$ cat config.mk
export PLATFORM = sky130hd
export DESIGN_NAME = issue_stage
export DESIGN_NICKNAME = d
export VERILOG_FILES = /design/src/source/isa_pkg.sv /design/src/source/issue_pkg.sv /design/src/source/instr_decoder.sv /design/src/source/issue_control.sv /design/src/source/issue_queue.sv /design/src/source/issue_stage.sv /design/src/source/operand_resolver.sv
export SDC_FILE = /design/constraint.sdc
export NUM_CORES = 1
export LEC_CHECK = 0
export BUFFER_PORTS_ARGS = -buffer_cell sky130_fd_sc_hd__buf_2
export CORE_ASPECT_RATIO = 1.25
export CORE_MARGIN = 2
export CORE_UTILIZATION = 40
export CTS_CLUSTER_DIAMETER = 50
export CTS_CLUSTER_SIZE = 40
export DETAILED_ROUTE_END_ITERATION = 16
export PLACE_DENSITY = 0.66
export SLEW_MARGIN = 15
export SYNTH_ARGS = -nofsm -noshare
export SYNTH_HDL_FRONTEND = slang
export SYNTH_SLANG_ARGS = --single-unit
$ cat constraint.sdc
create_clock -name clk_i -period 5.7 [get_ports clk_i]
set_input_delay 0.57 -clock clk_i [delete_from_list [all_inputs] [get_ports clk_i]]
set_output_delay 0.57 -clock clk_i [all_outputs]
set_load 0.03 [all_outputs]
$ cat src/source/isa_pkg.sv
package isa_pkg;

    // --------------------------------------------------
    // Word widths
    // --------------------------------------------------
    localparam int XLEN        = 32;  // Data and PC width
    localparam int ILEN        = 32;  // Instruction width
    localparam int REG_IDX_LEN = 5;   // x0..x31

    // --------------------------------------------------
    // Major opcodes (RV32I base)
    // --------------------------------------------------
    localparam logic [6:0] OPC_OP     = 7'b0110011;  // Register-register ALU
    localparam logic [6:0] OPC_OP_IMM = 7'b0010011;  // Register-immediate ALU
    localparam logic [6:0] OPC_LUI    = 7'b0110111;
    localparam logic [6:0] OPC_LOAD   = 7'b0000011;
    localparam logic [6:0] OPC_STORE  = 7'b0100011;
    localparam logic [6:0] OPC_BRANCH = 7'b1100011;
    localparam logic [6:0] OPC_SYSTEM = 7'b1110011;  // CSR, ECALL, EBREAK, xRET
    localparam logic [6:0] OPC_FENCE  = 7'b0001111;

    // One instruction word seen through each base format
    // B immediates come from the s_fmt fields
    typedef union packed {
        struct packed {
            logic [6:0]             funct7;
            logic [REG_IDX_LEN-1:0] rs2;
            logic [REG_IDX_LEN-1:0] rs1;
            logic [2:0]             funct3;
            logic [REG_IDX_LEN-1:0] rd;
            logic [6:0]             opcode;
        } r_fmt;
        struct packed {
            logic [11:0]            imm12;
            logic [REG_IDX_LEN-1:0] rs1;
            logic [2:0]             funct3;
            logic [REG_IDX_LEN-1:0] rd;
            logic [6:0]             opcode;
        } i_fmt;
        struct packed {
            logic [6:0]             imm_hi;   // imm[11:5]
            logic [REG_IDX_LEN-1:0] rs2;
            logic [REG_IDX_LEN-1:0] rs1;
            logic [2:0]             funct3;
            logic [4:0]             imm_lo;   // imm[4:0]
            logic [6:0]             opcode;
        } s_fmt;
        struct packed {
            logic [19:0]            imm20;    // imm[31:12]
            logic [REG_IDX_LEN-1:0] rd;
            logic [6:0]             opcode;
        } u_fmt;
    } instr_t;

endpackage

$ cat src/source/issue_pkg.sv
package issue_pkg;

    // --------------------------------------------------
    // Issue stage sizes
    // --------------------------------------------------
    localparam int IQ_DEPTH    = 4;  // Issue queue entries
    localparam int ROB_IDX_LEN = 3;  // 8 ROB entries

    // --------------------------------------------------
    // Execution units
    // --------------------------------------------------
    localparam int EU_N      = 3;   // Number of units, one valid/ready pair each
    localparam int EU_ALU    = 0;   // Integer ALU
    localparam int EU_BRANCH = 1;   // Branch unit
    localparam int EU_LSU    = 2;   // Load/store unit

    // Unit control word
    // Bit 3 is funct7[5] for OP, the store flag for the LSU
    // Bits 2:0 carry funct3
    localparam int EU_CTL_LEN = 4;

endpackage

$ cat src/source/instr_decoder.sv
`timescale 1ns/1ps

module instr_decoder
    import isa_pkg::*, issue_pkg::*;
(
    input  instr_t                 instr_i,
    output logic [EU_N-1:0]        eu_sel_o,    // One-hot target unit, zero for ROB only
    output logic [EU_CTL_LEN-1:0]  eu_ctl_o,
    output logic [XLEN-1:0]        imm_o,
    output logic [REG_IDX_LEN-1:0] rs1_idx_o,
    output logic [REG_IDX_LEN-1:0] rs2_idx_o,
    output logic [REG_IDX_LEN-1:0] rd_idx_o,
    output logic                   rs1_used_o,
    output logic                   rs2_used_o,
    output logic                   illegal_o,
    output logic                   serial_o
);

    logic [XLEN-1:0] imm_i_type, imm_s_type, imm_b_type, imm_u_type;

    // --------------------------------------------------
    // Immediates, sign-extended
    // --------------------------------------------------
    assign imm_i_type = {{20{instr_i.i_fmt.imm12[11]}}, instr_i.i_fmt.imm12};
    assign imm_s_type = {{20{instr_i.s_fmt.imm_hi[6]}}, instr_i.s_fmt.imm_hi,
                         instr_i.s_fmt.imm_lo};
    assign imm_b_type = {{19{instr_i.s_fmt.imm_hi[6]}}, instr_i.s_fmt.imm_hi[6],
                         instr_i.s_fmt.imm_lo[0], instr_i.s_fmt.imm_hi[5:0],
                         instr_i.s_fmt.imm_lo[4:1], 1'b0};  // imm[0] always zero
    assign imm_u_type = {instr_i.u_fmt.imm20, 12'b0};

    // --------------------------------------------------
    // Opcode decode
    // --------------------------------------------------
    always_comb begin
        // Defaults cover the ROB-only cases
        eu_sel_o   = '0;
        eu_ctl_o   = {1'b0, instr_i.r_fmt.funct3};
        imm_o      = '0;
        rd_idx_o   = instr_i.r_fmt.rd;
        rs1_used_o = 1'b0;
        rs2_used_o = 1'b0;
        illegal_o  = 1'b0;
        serial_o   = 1'b0;
        unique case (instr_i.r_fmt.opcode)
            OPC_OP: begin
                eu_sel_o[EU_ALU] = 1'b1;
                eu_ctl_o   = {instr_i.r_fmt.funct7[5], instr_i.r_fmt.funct3};  // SUB/SRA flag
                rs1_used_o = 1'b1;
                rs2_used_o = 1'b1;
            end
            OPC_OP_IMM: begin
                eu_sel_o[EU_ALU] = 1'b1;
                imm_o      = imm_i_type;
                rs1_used_o = 1'b1;
            end
            OPC_LUI: begin
                eu_sel_o[EU_ALU] = 1'b1;
                imm_o = imm_u_type;
            end
            OPC_LOAD: begin
                eu_sel_o[EU_LSU] = 1'b1;
                imm_o      = imm_i_type;
                rs1_used_o = 1'b1;
            end
            OPC_STORE: begin
                eu_sel_o[EU_LSU] = 1'b1;
                eu_ctl_o   = {1'b1, instr_i.s_fmt.funct3};  // High bit marks a store
                imm_o      = imm_s_type;
                rd_idx_o   = '0;                           // No destination
                rs1_used_o = 1'b1;
                rs2_used_o = 1'b1;
            end
            OPC_BRANCH: begin
                eu_sel_o[EU_BRANCH] = 1'b1;
                imm_o      = imm_b_type;
                rd_idx_o   = '0;
                rs1_used_o = 1'b1;
                rs2_used_o = 1'b1;
            end
            OPC_SYSTEM, OPC_FENCE: begin
                serial_o = 1'b1;        // Handled at commit, ROB only
                imm_o    = imm_i_type;  // CSR address or fence bits
            end
            default: begin
                illegal_o = 1'b1;
                rd_idx_o  = '0;
            end
        endcase
    end

    // Unused sources read as x0
    assign rs1_idx_o = rs1_used_o ? instr_i.r_fmt.rs1 : '0;
    assign rs2_idx_o = rs2_used_o ? instr_i.r_fmt.rs2 : '0;

endmodule

$ cat src/source/issue_control.sv
`timescale 1ns/1ps

module issue_control
    import issue_pkg::*;
(
    input  logic            clk_i,
    input  logic            rst_i,
    input  logic            flush_i,
    input  logic            resume_i,      // Commit retired the serializing instruction
    input  logic            empty_i,
    input  logic [EU_N-1:0] eu_sel_i,
    input  logic            illegal_i,
    input  logic            serial_i,
    input  logic            rob_ready_i,
    input  logic [EU_N-1:0] ex_ready_i,
    output logic            rob_valid_o,
    output logic [EU_N-1:0] ex_valid_o,
    output logic            pop_o,
    output logic            stalled_o
);

    logic stall_q;
    logic head_ok;     // Head present and issue allowed
    logic rob_only;    // No unit needed
    logic eu_ready;    // Selected unit can take it
    logic issue;

    assign head_ok  = !empty_i && !stall_q && !flush_i;  // Flushed head never leaves
    assign rob_only = illegal_i || serial_i || (eu_sel_i == '0);
    assign eu_ready = |(eu_sel_i & ex_ready_i);

    // --------------------------------------------------
    // Dispatch handshakes
    // --------------------------------------------------
    // Both valids follow the head alone
    assign rob_valid_o = head_ok;
    assign ex_valid_o  = eu_sel_i & {EU_N{head_ok && !rob_only}};

    // Issue needs the ROB and the selected unit ready in the same cycle
    assign issue = head_ok && rob_ready_i && (rob_only || eu_ready);
    assign pop_o = issue;

    // --------------------------------------------------
    // Serializing stall
    // --------------------------------------------------
    always_ff @(posedge clk_i) begin
        if (rst_i || flush_i) begin
            stall_q <= 1'b0;
        end else if (issue && serial_i) begin
            stall_q <= 1'b1;  // Hold younger instructions back
        end else if (resume_i) begin
            stall_q <= 1'b0;
        end
    end

    assign stalled_o = stall_q;

endmodule

$ cat src/source/issue_queue.sv
`timescale 1ns/1ps

module issue_queue
    import isa_pkg::*, issue_pkg::*;
#(
    parameter int DEPTH = IQ_DEPTH
) (
    input  logic            clk_i,
    input  logic            rst_i,
    input  logic            flush_i,
    input  logic            push_i,
    output logic            full_o,
    input  logic [XLEN-1:0] pc_i,
    input  logic [ILEN-1:0] instr_i,
    input  logic            pop_i,
    output logic            empty_o,
    output logic [XLEN-1:0] pc_o,
    output logic [ILEN-1:0] instr_o
);

    localparam int PTR_LEN = (DEPTH > 1) ? $clog2(DEPTH) : 1;
    localparam int CNT_LEN = $clog2(DEPTH + 1);

    logic [XLEN-1:0]    pc_mem    [DEPTH];  // Payload storage, no reset
    logic [ILEN-1:0]    instr_mem [DEPTH];
    logic [PTR_LEN-1:0] wr_ptr, rd_ptr;
    logic [CNT_LEN-1:0] count;
    logic               do_push, do_pop;

    assign full_o  = (count == CNT_LEN'(DEPTH));
    assign empty_o = (count == '0);
    assign do_push = push_i && !full_o;   // Drop pushes into a full queue
    assign do_pop  = pop_i && !empty_o;

    // Head is read straight from storage
    assign pc_o    = pc_mem[rd_ptr];
    assign instr_o = instr_mem[rd_ptr];

    // --------------------------------------------------
    // Pointers and occupancy
    // --------------------------------------------------
    always_ff @(posedge clk_i) begin
        if (rst_i || flush_i) begin
            wr_ptr <= '0;
            rd_ptr <= '0;
            count  <= '0;
        end else begin
            if (do_push) wr_ptr <= (wr_ptr == PTR_LEN'(DEPTH - 1)) ? '0 : wr_ptr + 1'b1;
            if (do_pop)  rd_ptr <= (rd_ptr == PTR_LEN'(DEPTH - 1)) ? '0 : rd_ptr + 1'b1;
            if (do_push && !do_pop)      count <= count + 1'b1;
            else if (do_pop && !do_push) count <= count - 1'b1;
            // Push and pop together keep the count
        end
    end

    always_ff @(posedge clk_i) begin
        if (do_push) begin
            pc_mem[wr_ptr]    <= pc_i;
            instr_mem[wr_ptr] <= instr_i;
        end
    end

endmodule

$ cat src/source/issue_stage.sv
`timescale 1ns/1ps

module issue_stage
    import isa_pkg::*, issue_pkg::*;
(
    input  logic                   clk_i,
    input  logic                   rst_i,
    input  logic                   flush_i,
    input  logic                   resume_i,
    // Fetch
    input  logic                   fetch_valid_i,
    output logic                   fetch_ready_o,
    input  logic [XLEN-1:0]        fetch_pc_i,
    input  logic [ILEN-1:0]        fetch_instr_i,
    // Register status and register file
    input  logic                   rs1_busy_i,
    input  logic [ROB_IDX_LEN-1:0] rs1_rob_idx_i,
    input  logic                   rs2_busy_i,
    input  logic [ROB_IDX_LEN-1:0] rs2_rob_idx_i,
    output logic [REG_IDX_LEN-1:0] rs1_idx_o,      // Shared by status and RF lookup
    output logic [REG_IDX_LEN-1:0] rs2_idx_o,
    input  logic [XLEN-1:0]        rf_rs1_value_i,
    input  logic [XLEN-1:0]        rf_rs2_value_i,
    // ROB
    input  logic                   rob_ready_i,
    output logic                   rob_valid_o,
    input  logic [ROB_IDX_LEN-1:0] rob_tail_idx_i,
    input  logic                   rob_rs1_ready_i,
    input  logic [XLEN-1:0]        rob_rs1_value_i,
    input  logic                   rob_rs2_ready_i,
    input  logic [XLEN-1:0]        rob_rs2_value_i,
    output logic [REG_IDX_LEN-1:0] rob_rd_idx_o,
    output logic                   rob_illegal_o,
    output logic                   rob_serial_o,
    // CDB
    input  logic                   cdb_valid_i,
    input  logic [ROB_IDX_LEN-1:0] cdb_rob_idx_i,
    input  logic [XLEN-1:0]        cdb_value_i,
    // Execution units
    input  logic [EU_N-1:0]        ex_ready_i,
    output logic [EU_N-1:0]        ex_valid_o,
    output logic [EU_CTL_LEN-1:0]  ex_eu_ctl_o,
    output logic                   ex_rs1_ready_o,
    output logic [ROB_IDX_LEN-1:0] ex_rs1_tag_o,
    output logic [XLEN-1:0]        ex_rs1_value_o,
    output logic                   ex_rs2_ready_o,
    output logic [ROB_IDX_LEN-1:0] ex_rs2_tag_o,
    output logic [XLEN-1:0]        ex_rs2_value_o,
    output logic [XLEN-1:0]        ex_imm_o,
    output logic [ROB_IDX_LEN-1:0] ex_rob_idx_o,
    output logic [XLEN-1:0]        ex_pc_o
);

    logic            iq_push, iq_pop, iq_full, iq_empty;
    instr_t          iq_instr;   // Queue head word
    logic [EU_N-1:0] dec_eu_sel;
    logic            rs1_used, rs2_used;
    logic            stalled;

    // --------------------------------------------------
    // Fetch side
    // --------------------------------------------------
    assign fetch_ready_o = !iq_full && !stalled;
    assign iq_push       = fetch_valid_i && fetch_ready_o;  // Dropped by the queue on flush

    issue_queue #(.DEPTH(IQ_DEPTH)) u_issue_queue (
        .clk_i   (clk_i),
        .rst_i   (rst_i),
        .flush_i (flush_i),
        .push_i  (iq_push),
        .full_o  (iq_full),
        .pc_i    (fetch_pc_i),
        .instr_i (fetch_instr_i),
        .pop_i   (iq_pop),
        .empty_o (iq_empty),
        .pc_o    (ex_pc_o),
        .instr_o (iq_instr)
    );

    instr_decoder u_instr_decoder (
        .instr_i    (iq_instr),
        .eu_sel_o   (dec_eu_sel),
        .eu_ctl_o   (ex_eu_ctl_o),
        .imm_o      (ex_imm_o),
        .rs1_idx_o  (rs1_idx_o),
        .rs2_idx_o  (rs2_idx_o),
        .rd_idx_o   (rob_rd_idx_o),
        .rs1_used_o (rs1_used),
        .rs2_used_o (rs2_used),
        .illegal_o  (rob_illegal_o),
        .serial_o   (rob_serial_o)
    );

    // --------------------------------------------------
    // Operands, unused sources forced ready
    // --------------------------------------------------
    operand_resolver u_rs1_resolver (
        .busy_i        (rs1_busy_i && rs1_used),
        .rob_idx_i     (rs1_rob_idx_i),
        .rf_value_i    (rf_rs1_value_i),
        .rob_ready_i   (rob_rs1_ready_i),
        .rob_value_i   (rob_rs1_value_i),
        .cdb_valid_i   (cdb_valid_i),
        .cdb_rob_idx_i (cdb_rob_idx_i),
        .cdb_value_i   (cdb_value_i),
        .ready_o       (ex_rs1_ready_o),
        .tag_o         (ex_rs1_tag_o),
        .value_o       (ex_rs1_value_o)
    );

    operand_resolver u_rs2_resolver (
        .busy_i        (rs2_busy_i && rs2_used),
        .rob_idx_i     (rs2_rob_idx_i),
        .rf_value_i    (rf_rs2_value_i),
        .rob_ready_i   (rob_rs2_ready_i),
        .rob_value_i   (rob_rs2_value_i),
        .cdb_valid_i   (cdb_valid_i),
        .cdb_rob_idx_i (cdb_rob_idx_i),
        .cdb_value_i   (cdb_value_i),
        .ready_o       (ex_rs2_ready_o),
        .tag_o         (ex_rs2_tag_o),
        .value_o       (ex_rs2_value_o)
    );

    issue_control u_issue_control (
        .clk_i       (clk_i),
        .rst_i       (rst_i),
        .flush_i     (flush_i),
        .resume_i    (resume_i),
        .empty_i     (iq_empty),
        .eu_sel_i    (dec_eu_sel),
        .illegal_i   (rob_illegal_o),
        .serial_i    (rob_serial_o),
        .rob_ready_i (rob_ready_i),
        .ex_ready_i  (ex_ready_i),
        .rob_valid_o (rob_valid_o),
        .ex_valid_o  (ex_valid_o),
        .pop_o       (iq_pop),
        .stalled_o   (stalled)
    );

    assign ex_rob_idx_o = rob_tail_idx_i;  // Entry allocated by this issue

endmodule

$ cat src/source/operand_resolver.sv
`timescale 1ns/1ps

module operand_resolver
    import isa_pkg::*, issue_pkg::*;
(
    input  logic                   busy_i,         // Register waits for an in-flight producer
    input  logic [ROB_IDX_LEN-1:0] rob_idx_i,      // Producer ROB entry
    input  logic [XLEN-1:0]        rf_value_i,
    input  logic                   rob_ready_i,    // Producer result already in the ROB
    input  logic [XLEN-1:0]        rob_value_i,
    input  logic                   cdb_valid_i,
    input  logic [ROB_IDX_LEN-1:0] cdb_rob_idx_i,
    input  logic [XLEN-1:0]        cdb_value_i,
    output logic                   ready_o,
    output logic [ROB_IDX_LEN-1:0] tag_o,
    output logic [XLEN-1:0]        value_o
);

    logic cdb_hit;

    assign cdb_hit = cdb_valid_i && (cdb_rob_idx_i == rob_idx_i);  // Result broadcast right now
    assign tag_o   = rob_idx_i;  // Only meaningful while not ready

    // --------------------------------------------------
    // Source priority RF > ROB > CDB
    // --------------------------------------------------
    always_comb begin
        if (!busy_i) begin
            ready_o = 1'b1;
            value_o = rf_value_i;   // Architectural value is current
        end else if (rob_ready_i) begin
            ready_o = 1'b1;
            value_o = rob_value_i;  // Computed, not yet committed
        end else if (cdb_hit) begin
            ready_o = 1'b1;
            value_o = cdb_value_i;
        end else begin
            ready_o = 1'b0;         // Unit snoops the CDB for tag_o
            value_o = '0;
        end
    end

endmodule

# Word level (Yosys, flattened, before mapping)

Memories as Yosys holds them, arrays and structs flattened. A register that Yosys moved wholly into a read port is not among the register bits.
Index checks and enable logic that the tools add are counted.

Logic and storage cells: 101
Memories: 2
Bits in writable memories: 256
Register bits: 8

Memory list:

| name                    | depth | bits a word | read ports | clocked after memory_dff | write ports | line              | text |
|---|---|---|---|---|---|---|---|
| u_issue_queue.instr_mem | 4     | 32          | 1          | 1                        | 1           | issue_queue.sv:25 | `logic [ILEN-1:0] instr_mem [DEPTH];` |
| u_issue_queue.pc_mem    | 4     | 32          | 1          | 1                        | 1           | issue_queue.sv:24 | `logic [XLEN-1:0] pc_mem [DEPTH];` |

Add/subtract/negate cells: 4
Bitwise gates (word level): 2
Multiplexer cells: 36
Reductions and logical operators: 40
Eq/ne operators: 13

Operators by type and width:

| cell                  | count |
|---|---|
| $mux W32              | 6 |
| $pmux W32 S4          | 1 |
| $eq A7 B6 Y1 const B  | 3 |
| $mux W1               | 17 |
| $logic_and A1 B1 Y1   | 16 |
| $mux W5               | 3 |
| $eq A7 B7 Y1 const B  | 2 |
| $mux W2               | 6 |
| $reduce_or A3 Y1      | 3 |
| $pmux W4 S2           | 1 |
| $reduce_or A8 Y1      | 1 |
| $eq A7 B2 Y1 const B  | 1 |
| $eq A7 B4 Y1 const B  | 1 |
| $eq A7 B5 Y1 const B  | 1 |
| $logic_not A1 Y1      | 7 |
| $and A3 B3 Y3         | 2 |
| $eq A3 B3 Y1          | 2 |
| $logic_not A3 Y1      | 2 |
| $mux W3               | 2 |
| $reduce_or A6 Y1      | 1 |
| $reduce_or A5 Y1      | 1 |
| $add A2 B1 Y2 const B | 2 |
| $eq A2 B2 Y1 const B  | 2 |
| $logic_or A1 B1 Y1    | 4 |
| other kinds (6)       | 8 |

# Logic depth before layout (Yosys ltp)

Gate-level depths: netlist of run 1.

Depth in word-level cells: 11
Mapped depth: 14
Mapped depth without buffers: 12

# Modules after synthesis

A second synthesis of run 1 with hierarchy kept.

Cell total of the unflattened synthesis: 804
Area total of the unflattened synthesis: 12209.2 um^2

Modules (own cells, without submodules):

| module           | area each (um^2) | cells an instance | times used |
|---|---|---|---|
| issue_queue      | 9704.3           | 385               | 1 |
| operand_resolver | 864.6            | 152               | 2 |
| instr_decoder    | 619.3            | 95                | 1 |
| issue_control    | 105.1            | 13                | 1 |
| issue_stage      | 51.3             | 7                 | 1 |

# Worst setup path after synthesis of run 1

OpenSTA, ideal clock, no wires.

Kind: register -> register
Start point: register u_issue_queue.count[0]
End point: memory u_issue_queue.instr_mem[0][0], enable pin
Stages on the path, launching flop included: 4
Path slack: 2.513 ns
Data arrival time: 2.757 ns
Library setup time: 0.429 ns
Path buffers: 0
Cell sequence: dfxtp_1 > nor2_1 > a21oi_1 > and3_1

Cells in the longest elaborated chain, start to end: 7

RTL lines:

| what                          | line              | text |
|---|---|---|
| start: declaration            | issue_queue.sv:27 | `logic [CNT_LEN-1:0] count;` |
| start signal: assignment      | issue_queue.sv:50 | `if (do_push && !do_pop) count <= count + 1'b1;` |
| start signal: assignment      | issue_queue.sv:51 | `else if (do_pop && !do_push) count <= count - 1'b1;` |
| $eq A3 B3 Y1                  | issue_queue.sv:30 | `assign full_o = (count == CNT_LEN'(DEPTH));` |
| $logic_not A1 Y1              | issue_stage.sv:63 | `assign fetch_ready_o = !iq_full && !stalled;` |
| $logic_and A1 B1 Y1           | issue_stage.sv:63 |  |
| net fetch_ready_o             | issue_stage.sv:12 | `output logic fetch_ready_o,` |
| $logic_and A1 B1 Y1           | issue_stage.sv:64 | `assign iq_push = fetch_valid_i && fetch_ready_o;` |
| $logic_and A1 B1 Y1           | issue_queue.sv:32 | `assign do_push = push_i && !full_o;` |
| $mux W1                       | issue_queue.sv:57 | `if (do_push) begin` |
| $mux W1 (not written as such) | issue_queue.sv:59 | `instr_mem[wr_ptr] <= instr_i;` |
| end: declaration              | issue_queue.sv:25 |  |

The timed path passes the listed nets, and every way through them passes these cells.

==> out/results.ini, run 1 <==
[job]
maxCapViolCount = 0

[synthesis]
synth_ff_type = edfxtp_1
synthArstFlopShare_pct = 0
synthDistinctLibCells = 52
synth_area_leader_cell = edfxtp_1
netlist_area_sq_um = 12160
netlist_instances = 728
synthTopCellsByArea = edfxtp_1 (63%), mux4_2 (12%), mux2_4 (3.7%), a22o_1 (2.4%), a22oi_1 (2.0%)
synth_edf_count = 256
avgSynthCellArea_sq_um = 16.70
yosys_warnings = 0
synth_seq_cells = 266
seq_area_frac_synth_pct = 64.89
synth_top_area_share_pct = 63.24
syn_nets = 985

[floorplanning]
core-area_sq_um = 30030
pin_count = 415
initial_core_util_pct = 40.48
dieArea_sq_um = 31810
num_rows = 71
die_h_um = 198.9
die_x_um = 159.9

[setup_path]
crit_path_start_kind = flop
cp-end-kind = output pin
cp.arrival_ps = 4190
critPathMaxFanout = 37
worst_ep_required_time_ps = 5130
path_class = flop to output pin

[sta]
finalSetupViolCount = 0
tightest_slew_ps = 1038
slew_viol_final = 0
layout_min_cycle_time_ps = 4764
maxSlewHeadroom_pct = 30.83
clock_skew_ps = 40.48
hold_slack_ps = 268.8
period_share_pct = 83.58
fmax_mhz = 209.9
fin_setup_tns_ps = 0
finalHoldViolations = 0
rsz0062_at_grt = false

[pwr]
leakagePower_nw = 5.983
ir_worst_vdd_mv = 0.3585
power_switching_w = 0.001022
internal-power_w = 0.002944
p_per_area_nw_per_um2 = 263.2
switching_share_pct = 25.77
pwr-share-comb_pct = 14.3
clock_power_share_pct = 29.7
p_seq_share_pct = 56.0

[route]
drc_errors = 0
viasPerCell = 5.426
drt_iter0_drc = 723
wire_per_inst_um = 26.57
totalWireLength_mm = 40.76
dr.pass1.iters = 5
antenna_left = 0
route.vias.total = 8324

[cts]
clock-root-buffer = clkbuf_16
clockBufferDepth = 3
numCtsBuffers = 15
cts_setup_buffers = 0
cts_sinks = 266
cts_resized = 0
cts_tree = built
clk_latency_ps = 510
hold_buffers = 0
ctsHtreeMaxLevel = 1
clk_pin_slew_ps = 110

[global_route]
grtUsageTotal_pct = 24.82
grt_pass1_vias = 8144
antenna_found_initial = 37
grt_pass1_wl_mm = 56.19
overflow = 0
grt_max_degree = 65

[placement]
place.port_buffers = 408
dp_hpwl_mm = 31.35
place.gp.congestion = 1.057

[layout]
drive_above_1_share_pct = 50.13
nets = 1362
fill_cells = 2616
syn_to_final_growth_pct = 23.98

[status]
status = completed

[worst_hold_path]
hold_path_class = primary input to flop

[cell usage after synthesis, drive strengths merged (2+ instances only)]
| master | count |
|---|---|
| edfxtp | 256 |
| mux4 | 64 |
| nand2 | 46 |
| o21ai | 38 |
| mux2 | 36 |
| a22o | 34 |
| clkbuf | 33 |
| a22oi | 32 |
| buf | 25 |
| a21o | 19 |
| and2 | 16 |
| nor2 | 15 |
| and3 | 14 |
| dfxtp | 10 |
| mux2i | 8 |
| a21oi | 7 |
| nor2b | 7 |
| ha | 6 |
| inv | 6 |
| nand3 | 6 |
| xnor2 | 6 |
| nor3 | 5 |
| o2bb2ai | 4 |
| a211oi | 3 |
| nand2b | 3 |
| nor4 | 3 |
| or3 | 3 |
| a41oi | 2 |
| nand4 | 2 |
| nor3b | 2 |
| o211ai | 2 |
| or3b | 2 |
| xor2 | 2 |
[cell families (layout without fill, tap and decap cells)]
| kind of cell | Yosys count | count (layout) | synth area share (%) |
|---|---|---|---|
| flops | 266 | 266 | 64.89 |
| compound gates | 148 | 148 | 8.719 |
| simple gates | 127 | 127 | 5.517 |
| mux | 108 | 108 | 16.78 |
| buf+inv | 64 | 449 | 2.738 |
| xor+xnor | 8 | 8 | 0.5765 |
| fa+ha+maj | 7 | 7 | 0.7823 |
| other cells | 0 | 20 | 0 |
[layout by cell type (no fill, tap or decap), drive strengths merged, types with 2 or more instances in the layout]
master and n:
a211oi 3, a21o 19, a21oi 7, a22o 34, a22oi 32, a41oi 2
and2 16, and3 14, buf 418, clkbuf 16, clkinv 7, dfxtp 10
diode 20, edfxtp 256, ha 6, inv 8, mux2 36, mux2i 8
mux4 64, nand2 46, nand2b 3, nand3 6, nand4 2, nor2 15
nor2b 7, nor3 5, nor3b 2, nor4 3, o211ai 2, o21ai 38
o2bb2ai 4, or3 3, or3b 2, xnor2 6, xor2 2
[critical path: stages, from the launching register on]
cell       delay, ps
dfxtp_4          710
buf_4            520
mux4_2           510
nor2b_1          220
o2111ai_4        630
buf_4            460
nand2_1          100
o21ai_0          180
buf_2            280
[per-stage QoR]
step	instances	setup WS (ps)	util (%)	area, sq um	total power [W]
2_1_floorplan	728	2513	-	12160	0.002600
5_1_grt	1519	674.4	50.07	15030	0.004104
6_report	1534	936.1	50.19	15070	0.003966
4_1_cts	1514	865.5	50.03	15020	0.004004
3_3_place_gp	1489	1433	48.34	14510	0.002833
3_5_place_dp	1489	1399	48.34	14510	0.002838
[path summary, 6_finish.rpt]
kind	from	endpoint	slack [ps]	depth (start not counted)
worst min register to register	u_issue_queue.rd_ptr[1]$_SDFFE_PP0N_	flop	490	2
worst max-delay path	flop	ex_rs1_value_o[8]	940	8
worst max register to register	flop	u_issue_queue.count[2]$_SDFFE_PP0P_	1940	12
worst min-delay path	fetch_pc_i[12]	u_issue_queue.pc_mem[1][12]$_DFFE_PP_	270	1
[sequential cells by signal, indices dropped and copies added, names as in the netlist, named ones only]
register and cells:
u_issue_queue.instr_mem 128, u_issue_queue.count 3, u_issue_queue.wr_ptr 2, u_issue_queue.rd_ptr 2, u_issue_queue.pc_mem 128, u_issue_control.stalled_o 1
[power by group through the flow]
stage | Clock (W) | Sequential [W] | Combinational (W)
2_1_floorplan | 0 | 0.00226 | 0.000340
3_3_place_gp | 0 | 0.00226 | 0.000570
3_5_place_dp | 0 | 0.00227 | 0.000572
4_1_cts | 0.00121 | 0.00222 | 0.000574
5_1_grt | 0.00127 | 0.00223 | 0.000608
6_report | 0.00118 | 0.00222 | 0.000569
[layer usage]
layer	up-vias	global-route usage (%)	share of wire, %	routed length, um
met5	-	0	0.25	100
met4	16	8.008	3.0	1206
met3	69	11.07	13	5310
met2	426	41.80	49	19970
met1	4108	28.48	35	14170
li1	3705	-	-	-
[final cells by class]
| cell class | instances | area [sq um] | share of cell area [%] |
|---|---|---|---|
| Antenna cell | 20 | 50.05 | 0.3321 |
| Inverter | 6 | 22.52 | 0.1494 |
| Timing Repair Buffer | 418 | 2117 | 14.05 |
| Sequential cell | 266 | 7895 | 52.39 |
| Clock inverter | 9 | 127.6 | 0.8468 |
| Clock buffer | 16 | 379.1 | 2.516 |
| Tap cell | 401 | 501.7 | 3.329 |
| Multi-Input combinational cell | 398 | 3978 | 26.39 |
Power figures use the tool's default switching activity.
==> run 2: changes to the inputs <==
==> constraint.sdc (replaced) <==
create_clock -name clk_i -period 5 [get_ports clk_i]
set_input_delay 0.5 -clock clk_i [delete_from_list [all_inputs] [get_ports clk_i]]
set_output_delay 0.5 -clock clk_i [all_outputs]
set_load 0.03 [all_outputs]
==> out/results.ini, run 2 (synthesized netlist as in run 1, its figures left out) <==
[status]
status = completed

[cts]
numCtsBuffers = 15  ; unchanged
cts_tree = built
clock-root-buffer = clkbuf_16
cts_resized = 0  ; unchanged
cts_sinks = 266  ; unchanged
clk_pin_slew_ps = 130  ; +20 ps
cts_setup_buffers = 0  ; unchanged
clockBufferDepth = 3  ; unchanged
hold_buffers = 0  ; unchanged
clk_latency_ps = 520  ; about the same
ctsHtreeMaxLevel = 1  ; unchanged

[sta]
fmax_mhz = 240.1
rsz0062_at_grt = false
slew_viol_final = 0  ; unchanged
layout_min_cycle_time_ps = 4165
finalSetupViolCount = 0  ; unchanged
finalHoldViolations = 0  ; unchanged
clock_skew_ps = 32.22  ; -8.263 ps
maxSlewHeadroom_pct = 29.26  ; -1.6 points
fin_setup_tns_ps = 0  ; unchanged
period_share_pct = 83.30
tightest_slew_ps = 1061  ; +23.56 ps

[pwr]
leakagePower_nw = 6.023  ; +0.67%
ir_worst_vdd_mv = 0.3607  ; +0.61%
p_per_area_nw_per_um2 = 308.7  ; +17%

[floorplanning]
initial_core_util_pct = 40.48  ; unchanged
die_h_um = 198.9  ; unchanged
pin_count = 415  ; unchanged
die_x_um = 159.9  ; unchanged
num_rows = 71  ; unchanged
dieArea_sq_um = 31810  ; unchanged
core-area_sq_um = 30030  ; unchanged

[route]
totalWireLength_mm = 40.52  ; -0.58%
drt_iter0_drc = 628  ; -13%
viasPerCell = 5.344  ; -1.5%
drc_errors = 0  ; unchanged
route.vias.total = 8181  ; -1.7%
dr.pass1.iters = 5  ; unchanged
antenna_left = 0  ; unchanged
wire_per_inst_um = 26.47  ; -0.39%

[placement]
place.gp.congestion = 1.097  ; +3.9%
dp_hpwl_mm = 31.51  ; +0.51%
dpl.cell_count = 1489  ; unchanged
place.port_buffers = 408  ; unchanged

[setup_path]
cp.arrival_ps = 3660  ; -530 ps
worst_ep_required_time_ps = 4500  ; -630 ps
path_class = flop to output pin
cp-end-kind = output pin
crit_path_start_kind = flop
critPathMaxFanout = 33  ; -11%

[global_route]
overflow = 0  ; unchanged
grtUsageTotal_pct = 25.00  ; +0.18 points
antenna_found_initial = 42  ; +14%
grt_pass1_vias = 8491  ; +4.3%
grt_max_degree = 65  ; unchanged
grt_pass1_wl_mm = 56.93  ; +1.3%

[layout]
nets = 1362  ; unchanged
fill_cells = 2593  ; -0.88%
fin_cells = 1531  ; -0.20%
mostFrequentLayoutCell = buf_2
seq_area_sq_um = 7895  ; unchanged
drive_above_1_share_pct = 50.36  ; +0.22 points
multi_input_area_sq_um = 3978  ; unchanged
reg.largest.list = u_issue_queue.instr_mem x128, u_issue_queue.pc_mem x128, u_issue_queue.count x3
syn_to_final_growth_pct = 24.71
final_cell_mix = buf_2 (408), edfxtp_1 (256), mux4_2 (64)

[worst_hold_path]
hold_path_class = primary input to flop

[job]
maxCapViolCount = 0  ; unchanged

run 2: per-layer routing:
layer / part of all wire, % / vias up / global-route usage, %
li1: - / 3687 / -
met4: 4.0 / 34 / 10.24
met1: 35 / 3958 / 27.49
met3: 13 / 96 / 12.97
met5: 0.52 / - / 0
met2: 48 / 406 / 41.03
run 2: per-stage QoR:
stage	hold slack (ps)	total power, W	instance area [sq um]	setup WS [ps]	utilization (%)
2_1_floorplan	453.9	0.002964	12160	1813	-
3_3_place_gp	494.6	0.003230	14510	1340	48.34
3_5_place_dp	496.2	0.003235	14510	1350	48.34
4_1_cts	169.5	0.004723	15120	789.0	50.35
5_1_grt	168.5	0.004843	15140	618.1	50.42
6_report	188.3	0.004679	15160	835.2	50.49
run 2: area by class of cell:
cell class / instances / area share, %
flip-flops and latches: 266 / 52.08
multi-input cells: 398 / 26.24
repair buffers: 418 / 13.97
well taps: 401 / 3.310
clock buffers: 15 / 2.476
clock inverters: 11 / 1.519
diodes: 16 / 0.2641
inverters: 6 / 0.1486
run 2: critical path, stage by stage, from the launching register on:
cell and delay [ps]:
dfxtp_4 660, mux4_2 490, nor2_4 270, and3_1 410, nand3_4 570, or3b_1 550, buf_2 180
run 2: report_power, final:
group	switching (W)	internal, W
sequential	0.0000178	0.00251
clock	0.000844	0.000655
combinational	0.000406	0.000246
total	0.00127	0.00341
run 2: path summary, 6_finish.rpt:
path	slack, ps	end	depth (start not counted)	startpoint
worst max-delay path	840	ex_rs2_ready_o	6	flop
worst max register to register	1540	u_issue_queue.count[2]$_SDFFE_PP0P_	11	flop
worst min-delay path	190	u_issue_queue.pc_mem[0][30]$_DFFE_PP_	1	fetch_pc_i[30]
worst min register to register	500	flop	2	u_issue_queue.rd_ptr[1]$_SDFFE_PP0N_
